--- config.mk ---
export PLATFORM = sky130hd
export DESIGN_NAME = videoTimingTop
export DESIGN_NICKNAME = d
export VERILOG_FILES = /design/src/source/videoTimingPkg.sv /design/src/source/apbPkg.sv /design/src/source/pixelClockEnable.sv /design/src/source/apbRegBank.sv /design/src/source/timingProm.sv /design/src/source/beamCounter.sv /design/src/source/syncBlankGen.sv /design/src/source/videoTimingTop.sv
export SDC_FILE = /design/constraint.sdc
export NUM_CORES = 1
export LEC_CHECK = 0
export BUFFER_PORTS_ARGS = -buffer_cell sky130_fd_sc_hd__buf_2
export CAP_MARGIN = 20
export CORE_MARGIN = 3
export CORE_UTILIZATION = 40
export DETAILED_ROUTE_END_ITERATION = 8
export HOLD_SLACK_MARGIN = 0.1
export SYNTH_ARGS = -nofsm -noshare
export SYNTH_HDL_FRONTEND = slang
export SYNTH_SLANG_ARGS = --single-unit
--- constraint.sdc ---
create_clock -name clk -period 2.5 [get_ports clk]
set_input_delay 0.5 -clock clk [delete_from_list [all_inputs] [get_ports clk]]
set_output_delay 0.5 -clock clk [all_outputs]
set_load 0.1 [all_outputs]
--- src/source/videoTimingPkg.sv ---
/*
  Raster constants and beam/video structs for a 320 x 264 frame with a
  256 x 224 visible area. Horizontal sync counts are raw counter values and
  only mean anything while horizontal blank is high.
*/
`default_nettype none

package videoTimingPkg;

    // Horizontal counter, 256 active + 64 blanked pixels per line
    localparam logic [7:0] HActiveEnd  = 8'hFF;  // Counter toggles blank here
    localparam logic [7:0] HBlankStart = 8'hC0;  // Reload on entering blank
    localparam logic [7:0] HSyncStart  = 8'hD6;  // Inside blank only
    localparam logic [7:0] HSyncEnd    = 8'hE5;
    localparam int         HbdDelay    = 8;      // DMA blank lag in pixels, power of two

    // Vertical line counter
    localparam int         LineWidth   = 9;
    localparam logic [8:0] VTotal      = 9'd264;
    localparam logic [8:0] VBlankStart = 9'd224;
    localparam logic [8:0] VSyncStart  = 9'd240;
    localparam logic [8:0] VSyncEnd    = 9'd243;  // Last sync line, inclusive

    // Timing PROM
    localparam int PromDepth     = 256;
    localparam int PromWidth     = 4;
    localparam int PromAddrWidth = $clog2(PromDepth);
    localparam int PromVStepBit  = 1;  // Rising edge steps the line counter

    // Raw beam position, one clock behind the counters
    typedef struct packed {
        logic [7:0]           hCnt;      // Raw horizontal count
        logic                 hb;        // Horizontal blank
        logic [LineWidth-1:0] line;      // Vertical line, 0..VTotal-1
        logic                 pxlValid;  // Sample taken in a pixel enable clock
    } beamPos_t;

    // Board-level video timing signals
    typedef struct packed {
        logic [7:0] H;      // Flipped horizontal position
        logic [7:0] V;      // Flipped vertical position
        logic       HB;
        logic       HBD_n;  // DMA blank, trails HB by HbdDelay pixels
        logic       VB;
        logic       HS;
        logic       VS;
        logic       SY_n;   // Composite sync
    } videoSig_t;

endpackage

`default_nettype wire

--- src/source/apbPkg.sv ---
/*
  APB request/response structs and register map of the timing block.
  Offsets are word aligned on a 4-bit address; anything else is unmapped.
*/
`default_nettype none

package apbPkg;

    localparam int ApbAddrWidth = 4;
    localparam int ApbDataWidth = 8;

    // Register map
    localparam logic [ApbAddrWidth-1:0] RegCtrl     = 4'h0;  // Bit 0 flip
    localparam logic [ApbAddrWidth-1:0] RegPromAddr = 4'h4;  // PROM write pointer
    localparam logic [ApbAddrWidth-1:0] RegPromData = 4'h8;  // Write-only, auto increment
    localparam logic [ApbAddrWidth-1:0] RegLine     = 4'hC;  // Read-only, line[7:0]
    localparam int                      CtrlFlipBit = 0;

    typedef struct packed {
        logic                    PSEL;
        logic                    PENABLE;
        logic                    PWRITE;
        logic [ApbAddrWidth-1:0] PADDR;
        logic [ApbDataWidth-1:0] PWDATA;
    } apbReq_t;

    typedef struct packed {
        logic [ApbDataWidth-1:0] PRDATA;
        logic                    PREADY;
        logic                    PSLVERR;
    } apbResp_t;

endpackage

`default_nettype wire

--- src/source/pixelClockEnable.sv ---
/*
  Pixel clock enable at a quarter of clk. One-clock pulse, low in reset,
  first pulse on the fourth clock after reset release.
*/
`timescale 1ns/1ps
`default_nettype none

module pixelClockEnable (
    input  logic clk,
    input  logic rst_n,
    output logic pxlCen  // One clock in four
);

    logic [1:0] divCnt;  // Free-running divider

    ////////////////////////////////////////
    // Divide by four
    always_ff @(posedge clk or negedge rst_n) begin
        if (!rst_n) begin
            divCnt <= 2'd0;
            pxlCen <= 1'b0;
        end else begin
            divCnt <= divCnt + 2'd1;
            pxlCen <= &divCnt;  // Fires as the divider wraps
        end
    end

endmodule

`default_nettype wire

--- src/source/apbRegBank.sv ---
/*
  APB slave, no wait states. Unmapped offsets and writes to the line
  register end with PSLVERR and leave state alone. PROM data writes go out
  as a one-clock strobe in the access cycle, then the pointer increments.
*/
`timescale 1ns/1ps
`default_nettype none

module apbRegBank
    import apbPkg::*;
    import videoTimingPkg::*;
(
    input  logic                     clk,
    input  logic                     rst_n,
    input  apbReq_t                  apbReq,
    output apbResp_t                 apbResp,
    input  logic [LineWidth-1:0]     beamLine,
    output logic                     flip,
    output logic [PromAddrWidth-1:0] promWrAddr,  // Also the readable pointer
    output logic [PromWidth-1:0]     promWrData,
    output logic                     promWe
);

    logic access;     // APB access phase
    logic wrAccess;
    logic mapped;
    logic badAccess;

    ////////////////////////////////////////
    // Decode
    always_comb begin
        access    = apbReq.PSEL & apbReq.PENABLE;
        wrAccess  = access & apbReq.PWRITE;
        mapped    = (apbReq.PADDR == RegCtrl)     || (apbReq.PADDR == RegPromAddr) ||
                    (apbReq.PADDR == RegPromData) || (apbReq.PADDR == RegLine);
        badAccess = access & (!mapped | (apbReq.PWRITE & (apbReq.PADDR == RegLine)));
    end

    assign promWe     = wrAccess & (apbReq.PADDR == RegPromData);
    assign promWrData = apbReq.PWDATA[PromWidth-1:0];  // Upper data bits dropped

    // Response, settles within the access cycle
    always_comb begin
        apbResp.PREADY  = 1'b1;  // Never stalls
        apbResp.PSLVERR = badAccess;
        apbResp.PRDATA  = '0;
        if (access && !apbReq.PWRITE) begin
            case (apbReq.PADDR)
                RegCtrl:     apbResp.PRDATA[CtrlFlipBit] = flip;
                RegPromAddr: apbResp.PRDATA = promWrAddr;
                RegLine:     apbResp.PRDATA = beamLine[ApbDataWidth-1:0];
                default:     apbResp.PRDATA = '0;  // PROM data reads as zero
            endcase
        end
    end

    ////////////////////////////////////////
    // Control registers
    always_ff @(posedge clk or negedge rst_n) begin
        if (!rst_n) begin
            flip       <= 1'b0;
            promWrAddr <= '0;
        end else if (wrAccess) begin
            case (apbReq.PADDR)
                RegCtrl:     flip       <= apbReq.PWDATA[CtrlFlipBit];
                RegPromAddr: promWrAddr <= apbReq.PWDATA[PromAddrWidth-1:0];
                RegPromData: promWrAddr <= promWrAddr + 1'b1;  // Wraps at PromDepth
                default: ;  // Line and unmapped, no effect
            endcase
        end
    end

endmodule

`default_nettype wire

--- src/source/timingProm.sv ---
/*
  256 x 4 timing PROM as a synchronous RAM loaded by the host.
  Read data is registered, one clock after the address. Contents start at
  zero; the output register refreshes every clock, so it is valid by the
  time reset is released.
*/
`timescale 1ns/1ps
`default_nettype none

module timingProm
    import videoTimingPkg::*;
(
    input  logic                     clk,
    input  logic [PromAddrWidth-1:0] rdAddr,
    output logic [PromWidth-1:0]     rdData,
    input  logic [PromAddrWidth-1:0] wrAddr,
    input  logic [PromWidth-1:0]     wrData,
    input  logic                     we
);

    // Unloaded PROM reads as all zeros
    logic [PromWidth-1:0] mem [PromDepth] = '{default: '0};

    ////////////////////////////////////////
    // Write port from the register bank, read port from the beam counter
    always_ff @(posedge clk) begin
        if (we) begin
            mem[wrAddr] <= wrData;
        end
        rdData <= mem[rdAddr];  // Old data on a same-address write
    end

endmodule

`default_nettype wire

--- src/source/beamCounter.sv ---
/*
  Horizontal and vertical beam counters. Counts move only in pixel enable
  clocks. The line counter advances on a rising edge of the PROM step bit,
  so it stands still until the PROM is loaded. Beam output is a registered
  copy of the counters, one clock behind.
*/
`timescale 1ns/1ps
`default_nettype none

module beamCounter
    import videoTimingPkg::*;
(
    input  logic                     clk,
    input  logic                     rst_n,
    input  logic                     pxlCen,
    input  logic [PromWidth-1:0]     promData,
    output logic [PromAddrWidth-1:0] promAddr,
    output beamPos_t                 beam
);

    logic [7:0]           hCnt;
    logic                 hb;
    logic [LineWidth-1:0] line;
    logic                 vUp;      // PROM step bit
    logic                 vUpLast;  // Step bit at previous pixel
    logic                 vStep;

    ////////////////////////////////////////
    // Horizontal counter
    // 00..FF active, then C0..FF blanked: 320 pixels a line
    always_ff @(posedge clk or negedge rst_n) begin
        if (!rst_n) begin
            hCnt <= 8'h00;
            hb   <= 1'b0;
        end else if (pxlCen) begin
            if (hCnt != HActiveEnd) begin
                hCnt <= hCnt + 8'd1;
            end else begin
                hb   <= ~hb;
                hCnt <= hb ? 8'h00 : HBlankStart;  // Leaving blank restarts at zero
            end
        end
    end

    // PROM sees blank plus the upper seven count bits, two pixels per entry
    assign promAddr = {hb, hCnt[7:1]};

    ////////////////////////////////////////
    // Vertical counter
    assign vUp   = promData[PromVStepBit];
    assign vStep = vUp & ~vUpLast;  // Rising edge only

    always_ff @(posedge clk or negedge rst_n) begin
        if (!rst_n) begin
            vUpLast <= 1'b0;
            line    <= '0;
        end else if (pxlCen) begin  // PROM data is stable by now
            vUpLast <= vUp;
            if (vStep) begin
                line <= (line == VTotal - 9'd1) ? '0 : line + 1'b1;
            end
        end
    end

    ////////////////////////////////////////
    // Beam sample, first pipeline stage
    always_ff @(posedge clk or negedge rst_n) begin
        if (!rst_n) begin
            beam <= '0;
        end else begin
            beam.hCnt     <= hCnt;
            beam.hb       <= hb;
            beam.line     <= line;
            beam.pxlValid <= pxlCen;  // Count as seen by the enable clock
        end
    end

endmodule

`default_nettype wire

--- src/source/syncBlankGen.sv ---
/*
  Second pipeline stage: flipped position, blanks and syncs from the beam
  sample. Flip inverts H[7:3] and all of V, like the original board; H[2:0]
  is never flipped. Syncs are raw-count based and ignore flip.
*/
`timescale 1ns/1ps
`default_nettype none

module syncBlankGen
    import videoTimingPkg::*;
(
    input  logic      clk,
    input  logic      rst_n,
    input  beamPos_t  beam,
    input  logic      flip,
    output videoSig_t video
);

    logic [7:0] hOut;       // Position after flip
    logic [7:0] vOut;
    logic       vbNext;
    logic       hsNext;
    logic       vsNext;
    logic       hbdTap;     // Last pixel of each HbdDelay group
    logic       hbSampled;  // HB seen at the previous tap

    ////////////////////////////////////////
    // Position and window decode
    always_comb begin
        hOut   = {beam.hCnt[7:3] ^ {5{flip}}, beam.hCnt[2:0]};
        vOut   = beam.line[7:0] ^ {8{flip}};
        vbNext = beam.line >= VBlankStart;
        vsNext = (beam.line >= VSyncStart) && (beam.line <= VSyncEnd);
        // Sync window only exists while blanking
        hsNext = beam.hb && (beam.hCnt >= HSyncStart) && (beam.hCnt <= HSyncEnd);
        hbdTap = beam.pxlValid && (beam.hCnt[2:0] == 3'(HbdDelay - 1));
    end

    ////////////////////////////////////////
    // DMA blank
    // HB resampled every HbdDelay pixels; the AND of both delays the start
    always_ff @(posedge clk or negedge rst_n) begin
        if (!rst_n) begin
            hbSampled <= 1'b0;
        end else if (hbdTap) begin
            hbSampled <= beam.hb;
        end
    end

    ////////////////////////////////////////
    // Output register
    always_ff @(posedge clk or negedge rst_n) begin
        if (!rst_n) begin
            video.H     <= 8'h00;
            video.V     <= 8'h00;
            video.HB    <= 1'b0;
            video.HBD_n <= 1'b1;
            video.VB    <= 1'b0;
            video.HS    <= 1'b0;
            video.VS    <= 1'b0;
            video.SY_n  <= 1'b1;
        end else begin
            video.H     <= hOut;
            video.V     <= vOut;
            video.HB    <= beam.hb;
            video.HBD_n <= ~(hbSampled & beam.hb);  // Ends together with HB
            video.VB    <= vbNext;
            video.HS    <= hsNext;
            video.VS    <= vsNext;
            video.SY_n  <= ~(hsNext | vsNext);      // Composite sync
        end
    end

endmodule

`default_nettype wire

--- src/source/videoTimingTop.sv ---
/*
  Video timing subsystem. Video outputs trail the internal counters by two
  clocks and hold steady between pixel enables. Line stays at zero until the
  host loads the timing PROM over APB.
*/
`timescale 1ns/1ps
`default_nettype none

module videoTimingTop
    import apbPkg::*;
    import videoTimingPkg::*;
(
    input  logic      clk,
    input  logic      rst_n,
    input  apbReq_t   apbReq,
    output apbResp_t  apbResp,
    output videoSig_t video
);

    logic                     pxlCen;
    logic                     flip;
    logic [PromAddrWidth-1:0] promWrAddr;  // Host side of the PROM
    logic [PromWidth-1:0]     promWrData;
    logic                     promWe;
    logic [PromAddrWidth-1:0] promRdAddr;  // Beam side of the PROM
    logic [PromWidth-1:0]     promRdData;
    beamPos_t                 beam;

    pixelClockEnable i_pixelClockEnable (
        .clk    (clk),
        .rst_n  (rst_n),
        .pxlCen (pxlCen)
    );

    apbRegBank i_apbRegBank (
        .clk        (clk),
        .rst_n      (rst_n),
        .apbReq     (apbReq),
        .apbResp    (apbResp),
        .beamLine   (beam.line),
        .flip       (flip),
        .promWrAddr (promWrAddr),
        .promWrData (promWrData),
        .promWe     (promWe)
    );

    timingProm i_timingProm (
        .clk    (clk),
        .rdAddr (promRdAddr),
        .rdData (promRdData),
        .wrAddr (promWrAddr),
        .wrData (promWrData),
        .we     (promWe)
    );

    beamCounter i_beamCounter (
        .clk      (clk),
        .rst_n    (rst_n),
        .pxlCen   (pxlCen),
        .promData (promRdData),
        .promAddr (promRdAddr),
        .beam     (beam)
    );

    syncBlankGen i_syncBlankGen (
        .clk   (clk),
        .rst_n (rst_n),
        .beam  (beam),
        .flip  (flip),
        .video (video)
    );

endmodule

`default_nettype wire

After elaboration in Yosys (flattened, before gate mapping)
Memories as Yosys holds them, arrays and structs flattened. A register that Yosys moved wholly into a read port is not among the register bits.
Cells that the tools add are included.

word-level totals
  memory bits (writable) = 1024
  memories = 1
  bits in registers = 73

cells by class
  bitwise gates (word level) = 16
  order comparisons = 5
  multiplexer cells = 9
  reduce and logical (&&, ||, !) cells = 17
  add/subtract/negate cells = 4
  eq/ne operators = 6

memory list
  name              depth  width  rd ports  clocked after memory_dff  wr ports  line              RTL
  i_timingProm.mem  256    4      1         1                         1         timingProm.sv:22  logic [PromWidth-1:0] mem [PromDepth] = '{default: '0};

operators with widths
  kind                   count
  $mux W8                3
  $ge A9 B8 Y1 const B   2
  $add A8 B1 Y8 const B  2
  $pmux W8 S2            1
  $pmux W7 S2            1
  $reduce_and A2 Y1      5
  $add A9 B1 Y9 const B  1
  $eq A9 B9 Y1 const B   1
  $le A9 B8 Y1 const B   1
  $mux W9                1
  $eq A4 B4 Y1 const B   2
  $ge A8 B8 Y1 const B   1
  $le A8 B8 Y1 const B   1
  $ne A8 B8 Y1 const B   1
  $xor A8 B8 Y8          1
  $and A1 B1 Y1          7
  $logic_and A1 B1 Y1    5
  $not A1 Y1             5
  $xor A5 B5 Y5          1
  $eq A4 B3 Y1 const B   1
  $logic_not A4 Y1       1
  $eq A3 B3 Y1 const B   1
  $logic_or A1 B1 Y1     3
  $pmux W1 S3            1
  5 further kinds        8

Logic depth before layout (Yosys ltp)
Gate-level depths: netlist (run 1).

  word-level depth = 7
  mapped depth = 10
  gate-level depth less buffers = 6

By module
Synthesis (run 1) repeated with hierarchy kept, for this count alone.

second synthesis, totals
  cell total of the unflattened synthesis = 2316
  area, all modules = 43847.1 um^2

by module, submodules not included
  module            area each (um^2)  times used  cells each
  timingProm        40675.3           1           2051
  beamCounter       1467.7            1           110
  syncBlankGen      825.8             1           52
  apbRegBank        787.0             1           98
  pixelClockEnable  91.3              1           5

Least setup slack after synthesis (run 1)
Ideal clock, no wire load.

  path type = in2out
  from = in apbReq[11] (netlist name)
  to = out apbResp[3] (netlist name)
  arrival time = 2270 ps
  slack = -270 ps
  buffers on the path = 1
  stages on the path = 3
  path through = buf_1 mux2i_1 nor2_1

RTL lines
  what                line                  RTL
  start: declaration  videoTimingTop.sv:15  input apbReq_t apbReq,
  end: declaration    videoTimingTop.sv:16  output apbResp_t apbResp,

==> results.py, run 1 <==
metrics = {
    "worst_setup_path": {
        "cp.arrival_ps": 2750,
        "worstSetupPathType": "register to register",
        "rrSetupSlack_ps": 130,
        "crit_start": "i_beamCounter.hCnt[1]",
        "worstPathMaxFanout": 33,
        "r2r-start": "i_beamCounter.hCnt[1]",
        "reg2reg_to": "i_timingProm.rdData[1]",
        "cp-end-kind": "register",
        "reg2reg_depth": 7,
        "crit_path_start_kind": "register",
        "required_ps": 2870,
    },
    "logic_synthesis": {
        "synth_enable_flop_cells": 256,
        "ys_warn_count": 0,
        "syn_area_sq_um": 14360,
        "synth_nets": 1070,
        "syn_area_per_cell_sq_um": 13.72,
        "synth-seq-cells": 330,
        "yosysSeqAreaShare_pct": 66.43,
        "syn_inst": 1046,
        "async_flop_share_pct": 22.12,
        "synthDistinctLibCells": 56,
        "synth_flop_cell": "edfxtp_1",
    },
    "layout": {
        "nNetsFinal": 1152,
        "diodes": 0,
        "layout_common_cells": "nor2_1, edfxtp_1, dfrtp_1, buf_4, nand3_1",
        "drive_gt1_share_pct": 19.46,
        "final_common_cell": "nor2_1",
        "syn_to_final_growth_pct": 16.06,
    },
    "power_and_ir_drop": {
        "combPwrFrac_pct": 7.1,
        "total_power_mw": 12.34,
        "peakVddDrop_uv": 496.7,
        "switching_share_pct": 23.78,
        "clkPwrFrac_pct": 43.5,
        "p_sw_mw": 2.934,
        "power_frac_seq_pct": 49.4,
        "intPower_mw": 9.403,
        "power.density_nw_per_um2": 740.5,
        "leakage_nw": 5.666,
    },
    "clock_tree": {
        "cts_sinks": 330,
        "path_clk_slew_ps": 60,
        "cts_buffers": 36,
        "tritoncts": "done",
        "cts_root_buf": "clkbuf_16",
        "clockBufferDepth": 3,
        "h-tree-depth": 2,
        "cts_setup_buffers": 0,
        "insertion_delay_ps": 520,
    },
    "die": {
        "core_area_sq_um": 34970,
        "dieWidth_um": 195.4,
        "die_h_um": 195.4,
        "placementRows": 68,
        "start_util_pct": 41.05,
        "die_area_sq_um": 38200,
        "io_pins": 49,
    },
    "sta": {
        "report.final.slew_viol_count": 0,
        "clock.fmax_mhz": 421.4,
        "max_slew_margin_pct": 55.48,
        "period_share_pct": 94.92,
        "worstMarginPinSlew_ps": 666.2,
        "period_needed_ps": 2373,
        "hold_viol": 0,
        "setup_viol": 0,
        "rsz0062_at_grt": "no",
        "whs_ps": 262.8,
        "finClkSkew_ps": 19.88,
    },
    "global_route": {
        "antenna_found_initial": 0,
        "grt_pass1_vias": 8926,
        "grt_overflow": 0,
        "grt_pass1_wl_mm": 53.61,
        "grt_usage_pct": 18.28,
        "grt_max_degree": 89,
    },
    "worst_hold_path": {
        "holdCritStartpoint": "apbReq[0]",
        "whs_endpoint": "i_apbRegBank.promWrAddr[0]",
        "hold_class": "input pin to register",
        "whs_path_depth": 3,
    },
    "route": {
        "wirelength_mm": 35.23,
        "dr.pass1.iters": 5,
        "wire_per_inst_um": 21.87,
        "initialDrtViolationCount": 791,
        "vias_per_cell": 5.534,
        "postRouteAntennaNets": 0,
        "vias": 8915,
        "drc_errors": 0,
    },
    "placement": {
        "gp_congestion": 0.7998,
        "io_buffers": 47,
        "hpwl_mm": 21.77,
    },
    "outcome": {
        "run_status": "completed",
    },
    "job": {
        "max-cap-violations": 0,
    },
}
==> cell type report <==
class / instances / area (sq um)
timing repair buffer: 119 / 994.7
clock buffer: 48 / 1039
tap: 455 / 569.3
inverter: 9 / 33.78
fill: 3041 / 18310
clock inverter: 18 / 171.4
multi-input combinational: 632 / 4312
sequential: 330 / 9542
==> synth_stat cells (5+ instances only) <==
master	number	area, sq um
nor2_1	292	1096
edfxtp_1	256	7687
dfrtp_1	71	1777
nand3_1	40	200.2
nand2_1	38	142.6
clkbuf_1	35	131.4
mux2i_1	35	350.3
mux4_2	33	743.2
a21oi_1	22	110.1
o21ai_0	22	110.1
mux4_1	19	499.2
xor2_1	19	166.4
buf_2	15	75.07
buf_6	12	135.1
nand4_1	12	75.07
nor2b_1	10	62.56
inv_1	9	33.78
a221oi_1	8	70.07
mux2_2	8	90.09
a31oi_1	7	43.79
ha_1	7	87.58
xnor2_1	7	61.31
a22oi_1	5	37.54
==> how the worst max path moves through the flow <==
stage / end / slack, ps / cells past startpoint
final: i_timingProm.rdData[1] / 130 / 7
after global routing: i_timingProm.rdData[1] / 20 / 7
after CTS: i_timingProm.rdData[1] / 120 / 7
after detailed placement: i_timingProm.rdData[1] / 140 / 7
after global placement: i_timingProm.rdData[1] / 140 / 7
after floorplan: apbResp[7] / -270 / 3
==> power by group through the flow <==
stage	combinational, mW	sequential [mW]	clock [mW]
6_report	0.878	6.10	5.36
5_1_grt	0.955	6.10	5.67
4_1_cts	0.879	6.09	5.47
3_5_place_dp	0.875	6.21	0
3_3_place_gp	0.869	6.21	0
2_1_floorplan	0.411	6.34	0
==> metal layers <==
layer | GRT usage (%) | up-vias | part of all wire [%]
li1 | - | 3995 | -
met1 | 25.59 | 4518 | 41
met2 | 29.87 | 341 | 49
met3 | 2.864 | 61 | 8.0
met4 | 5.096 | 0 | 2.3
met5 | 0 | - | 0
==> metrics by stage <==
step                      area (sq um)  std cells  util (%)  worst slack, ps  TNS (ps)
final                            16660       1611     47.65            127.0         0
after global placement           15440       1544     44.16            143.9         0
after detailed placement         15440       1544     44.16            142.9         0
after CTS                        16660       1611     47.65            115.5         0
after floorplan                  14370       1046         -           -270.4    -811.2
after global routing             16660       1611     47.65            15.07         0
==> worst max-delay path, cell delays in order (launching register included) <==
cell      delay (ps)
dfrtp_4          460
buf_12           270
mux4_2           540
a22o_1           250
a31oi_1          160
a221oi_1         110
a311oi_1         300
o32ai_1          140
==> timing repair <==
| item | in CTS | in global routing |
|---|---|---|
| endpoints found under the hold margin | 32 | 0 |
| hold buffers | 1 | 0 |
| resized for setup | 0 | 0 |
==> cell families after synthesis <==
family | share of synthesized area (%)
AND/OR/NAND/NOR | 12.14
flip-flops | 66.43
multiplexers | 11.72
AO/OA/AOI/OAI | 3.835
buffers and inverters | 3.643
XOR/XNOR | 1.586
adder cells (fa/ha/maj) | 0.6101
other | 0.02612
==> state kept, by name, indices dropped and copies added (netlist names) <==
name / cells
i_pixelClockEnable.pxlCen: 1
i_beamCounter.hCnt: 8
i_syncBlankGen.hbSampled: 1
i_beamCounter.hb: 1
i_beamCounter.line: 9
i_beamCounter.beam: 19
i_timingProm.rdData: 1
i_apbRegBank.promWrAddr: 8
i_syncBlankGen.video: 22
i_timingProm.mem: 256
i_pixelClockEnable.divCnt: 2
i_apbRegBank.flip: 1
i_beamCounter.vUpLast: 1
Note: power is estimated with default switching activity, not from simulation.
==> run 2, diff against run 1 <==
CELL_PAD_IN_SITES_DETAIL_PLACEMENT = 1   (was default)
CELL_PAD_IN_SITES_GLOBAL_PLACEMENT = 2   (was default)
PLACE_DENSITY_LB_ADDON = 0.1   (was default)
==> run 2 against run 1 <==
Effect of this change: register-to-register slack improved by 20 ps; largest power group unchanged; flip-flop and latch count unchanged; first-iteration DRC count decreased by 22%; die area unchanged; global-route usage up 2.5 points; non-clock buffer count increased by 11; clock power shrank 1%; critical path type unchanged; routed wire length up 11%; sequential power about the same; setup slack better by 19 ps; utilization increased by 0.26 points.
==> results.py, run 2 (same netlist as run 1, synthesis figures left out) <==
metrics = {
    "outcome": {
        "run_status": "completed",
    },
    "die": {
        "die_area_sq_um": 38200,
        "die_h_um": 195.4,
        "io_pins": 49,
        "dieWidth_um": 195.4,
        "start_util_pct": 41.05,
        "placementRows": 68,
        "core_area_sq_um": 34970,
    },
    "layout": {
        "layout_common_cells": "nor2_1, edfxtp_1, buf_4, dfrtp_1",
        "stdcell_count": 1619,
        "nNetsFinal": 1164,
        "top_regs": "i_timingProm.mem: 256 flops, i_syncBlankGen.video: 22 flops, i_beamCounter.beam: 19 flops",
        "final_common_cell": "nor2_1",
        "regMostFlops": "i_timingProm.mem",
        "largest_reg_flops": 256,
        "syn_to_final_growth_pct": 16.71,
        "drive_gt1_share_pct": 19.93,
        "diodes": 0,
    },
    "clock_tree": {
        "cts_buffers": 37,
        "h-tree-depth": 2,
        "cts_sinks": 330,
        "cts_setup_buffers": 0,
        "clockBufferDepth": 3,
        "path_clk_slew_ps": 60,
        "insertion_delay_ps": 530,
        "tritoncts": "done",
        "cts_root_buf": "clkbuf_16",
    },
    "power_and_ir_drop": {
        "power_frac_seq_pct": 49.7,
        "p_sw_mw": 2.975,
        "leakage_nw": 5.696,
        "power.density_nw_per_um2": 734.2,
        "combPwrFrac_pct": 7.3,
        "switching_share_pct": 24.18,
        "clkPwrFrac_pct": 43.0,
        "peakVddDrop_uv": 468.7,
        "intPower_mw": 9.327,
    },
    "worst_setup_path": {
        "crit_slowest_cell": "dfrtp_4",
        "path_buf_inv": 3,
        "crit_top_cell": "buf_12",
        "cp_cell_sequence": "buf_12 > buf_12 > buf_12 > mux4_2 > a22oi_1 > nand3_1 > a211oi_1 > o32ai_1",
        "cpPeakStageDelay_ps": 500,
        "cp-end-kind": "register",
        "worstSetupPathType": "register to register",
        "crit_path_start_kind": "register",
        "cp_top_family": "compound AO/OA/AOI/OAI gates",
        "cp.arrival_ps": 2750,
        "required_ps": 2890,
        "worstPathMaxFanout": 12,
    },
    "worst_hold_path": {
        "hold_class": "input pin to register",
    },
    "global_route": {
        "grt_max_degree": 79,
        "grt_usage_pct": 20.74,
        "grt_overflow": 0,
        "grt_pass1_vias": 9291,
        "grt_pass1_wl_mm": 59.82,
        "antenna_found_initial": 0,
    },
    "job": {
        "max-cap-violations": 0,
    },
    "sta": {
        "setup_tns_ps": 0,
        "setup_viol": 0,
        "worstMarginPinSlew_ps": 649.6,
        "period_needed_ps": 2354,
        "report.final.slew_viol_count": 0,
        "max_slew_margin_pct": 56.53,
        "finClkSkew_ps": 9.698,
        "period_share_pct": 94.16,
        "hold_viol": 0,
        "clock.fmax_mhz": 424.8,
        "rsz0062_at_grt": "no",
    },
    "placement": {
        "dp.cells": 1555,
        "hpwl_mm": 24.70,
        "io_buffers": 47,
        "gp_congestion": 0.7500,
    },
    "route": {
        "postRouteAntennaNets": 0,
        "wirelength_mm": 39.16,
        "dr.pass1.iters": 5,
        "drc_errors": 0,
        "vias": 8865,
        "vias_per_cell": 5.476,
        "initialDrtViolationCount": 616,
        "wire_per_inst_um": 24.19,
    },
}
-- run 2: cell types whose count changed in the layout (fill, tap and decap cells not counted), sizes merged --
cell    change
buf        +11
clkbuf      +4
bufinv      -1
clkinv      -7
inv         +1
-- run 2: cell type report --
cell class	instances	area, sq um
well taps	455	569.3
inverters	9	33.78
clock inverters	11	108.9
multi-input cells	632	4317
flip-flops and latches	330	9542
fillers	3507	18220
clock buffers	52	1056
repair buffers	130	1127
-- run 2: final timing paths --
check                                                   to              startpoint  slack (ps)  depth (start not counted)
worst max-delay path                i_timingProm.rdData[1]   i_beamCounter.hCnt[1]         150                          8
worst min-delay path            i_apbRegBank.promWrAddr[7]               apbReq[7]         250                          3
worst max register to register      i_timingProm.rdData[1]   i_beamCounter.hCnt[1]         150                          8
worst min register to register    i_syncBlankGen.video[14]  i_beamCounter.beam[11]         380                          0
max in group asynchronous          i_syncBlankGen.video[4]                   rst_n        1360                          3
min in group asynchronous       i_apbRegBank.promWrAddr[3]                   rst_n         480                          2
-- run 2: layer usage --
metal  up-vias  global-route usage [%]  share of wire, %
met3        51                   2.761               4.3
met4         0                   4.383               1.6
met5         -                       0                 0
met2       172                   32.16                47
li1       4011                       -                 -
met1      4631                   31.48                47
-- run 2: through the flow --
stage / util, % / setup WS [ps] / hold WS [ps] / instance area (sq um) / total power, mW
2_1_floorplan: - / -270.4 / 204.4 / 14370 / 6.749
3_3_place_gp: 44.54 / 146.5 / 367.7 / 15570 / 7.122
3_5_place_dp: 44.54 / 136.1 / 367.3 / 15570 / 7.135
4_1_cts: 47.90 / 114.8 / 234.2 / 16750 / 12.43
5_1_grt: 47.91 / 6.715 / 258.0 / 16750 / 12.75
6_report: 47.91 / 146.0 / 250.0 / 16750 / 12.30
-- run 2: power by group through the flow --
stage / combinational, mW / sequential (mW) / clock [mW]
3_3_place_gp: 0.897 / 6.23 / 0
2_1_floorplan: 0.411 / 6.34 / 0
5_1_grt: 0.984 / 6.12 / 5.64
6_report: 0.898 / 6.11 / 5.29
4_1_cts: 0.912 / 6.12 / 5.40
3_5_place_dp: 0.907 / 6.23 / 0
-- run 2: tightest hold or removal path, cell delays in order --
cell and delay (ps):
buf_2 90, nand2_1 60, a31oi_1 80
-- run 2: timing repair --
item / in CTS / in global routing
gates resized for setup: 0 / 1
hold buffers: 1 / 0
hold endpoints to repair: 33 / 0
endpoints found under the setup margin: 0 / 1
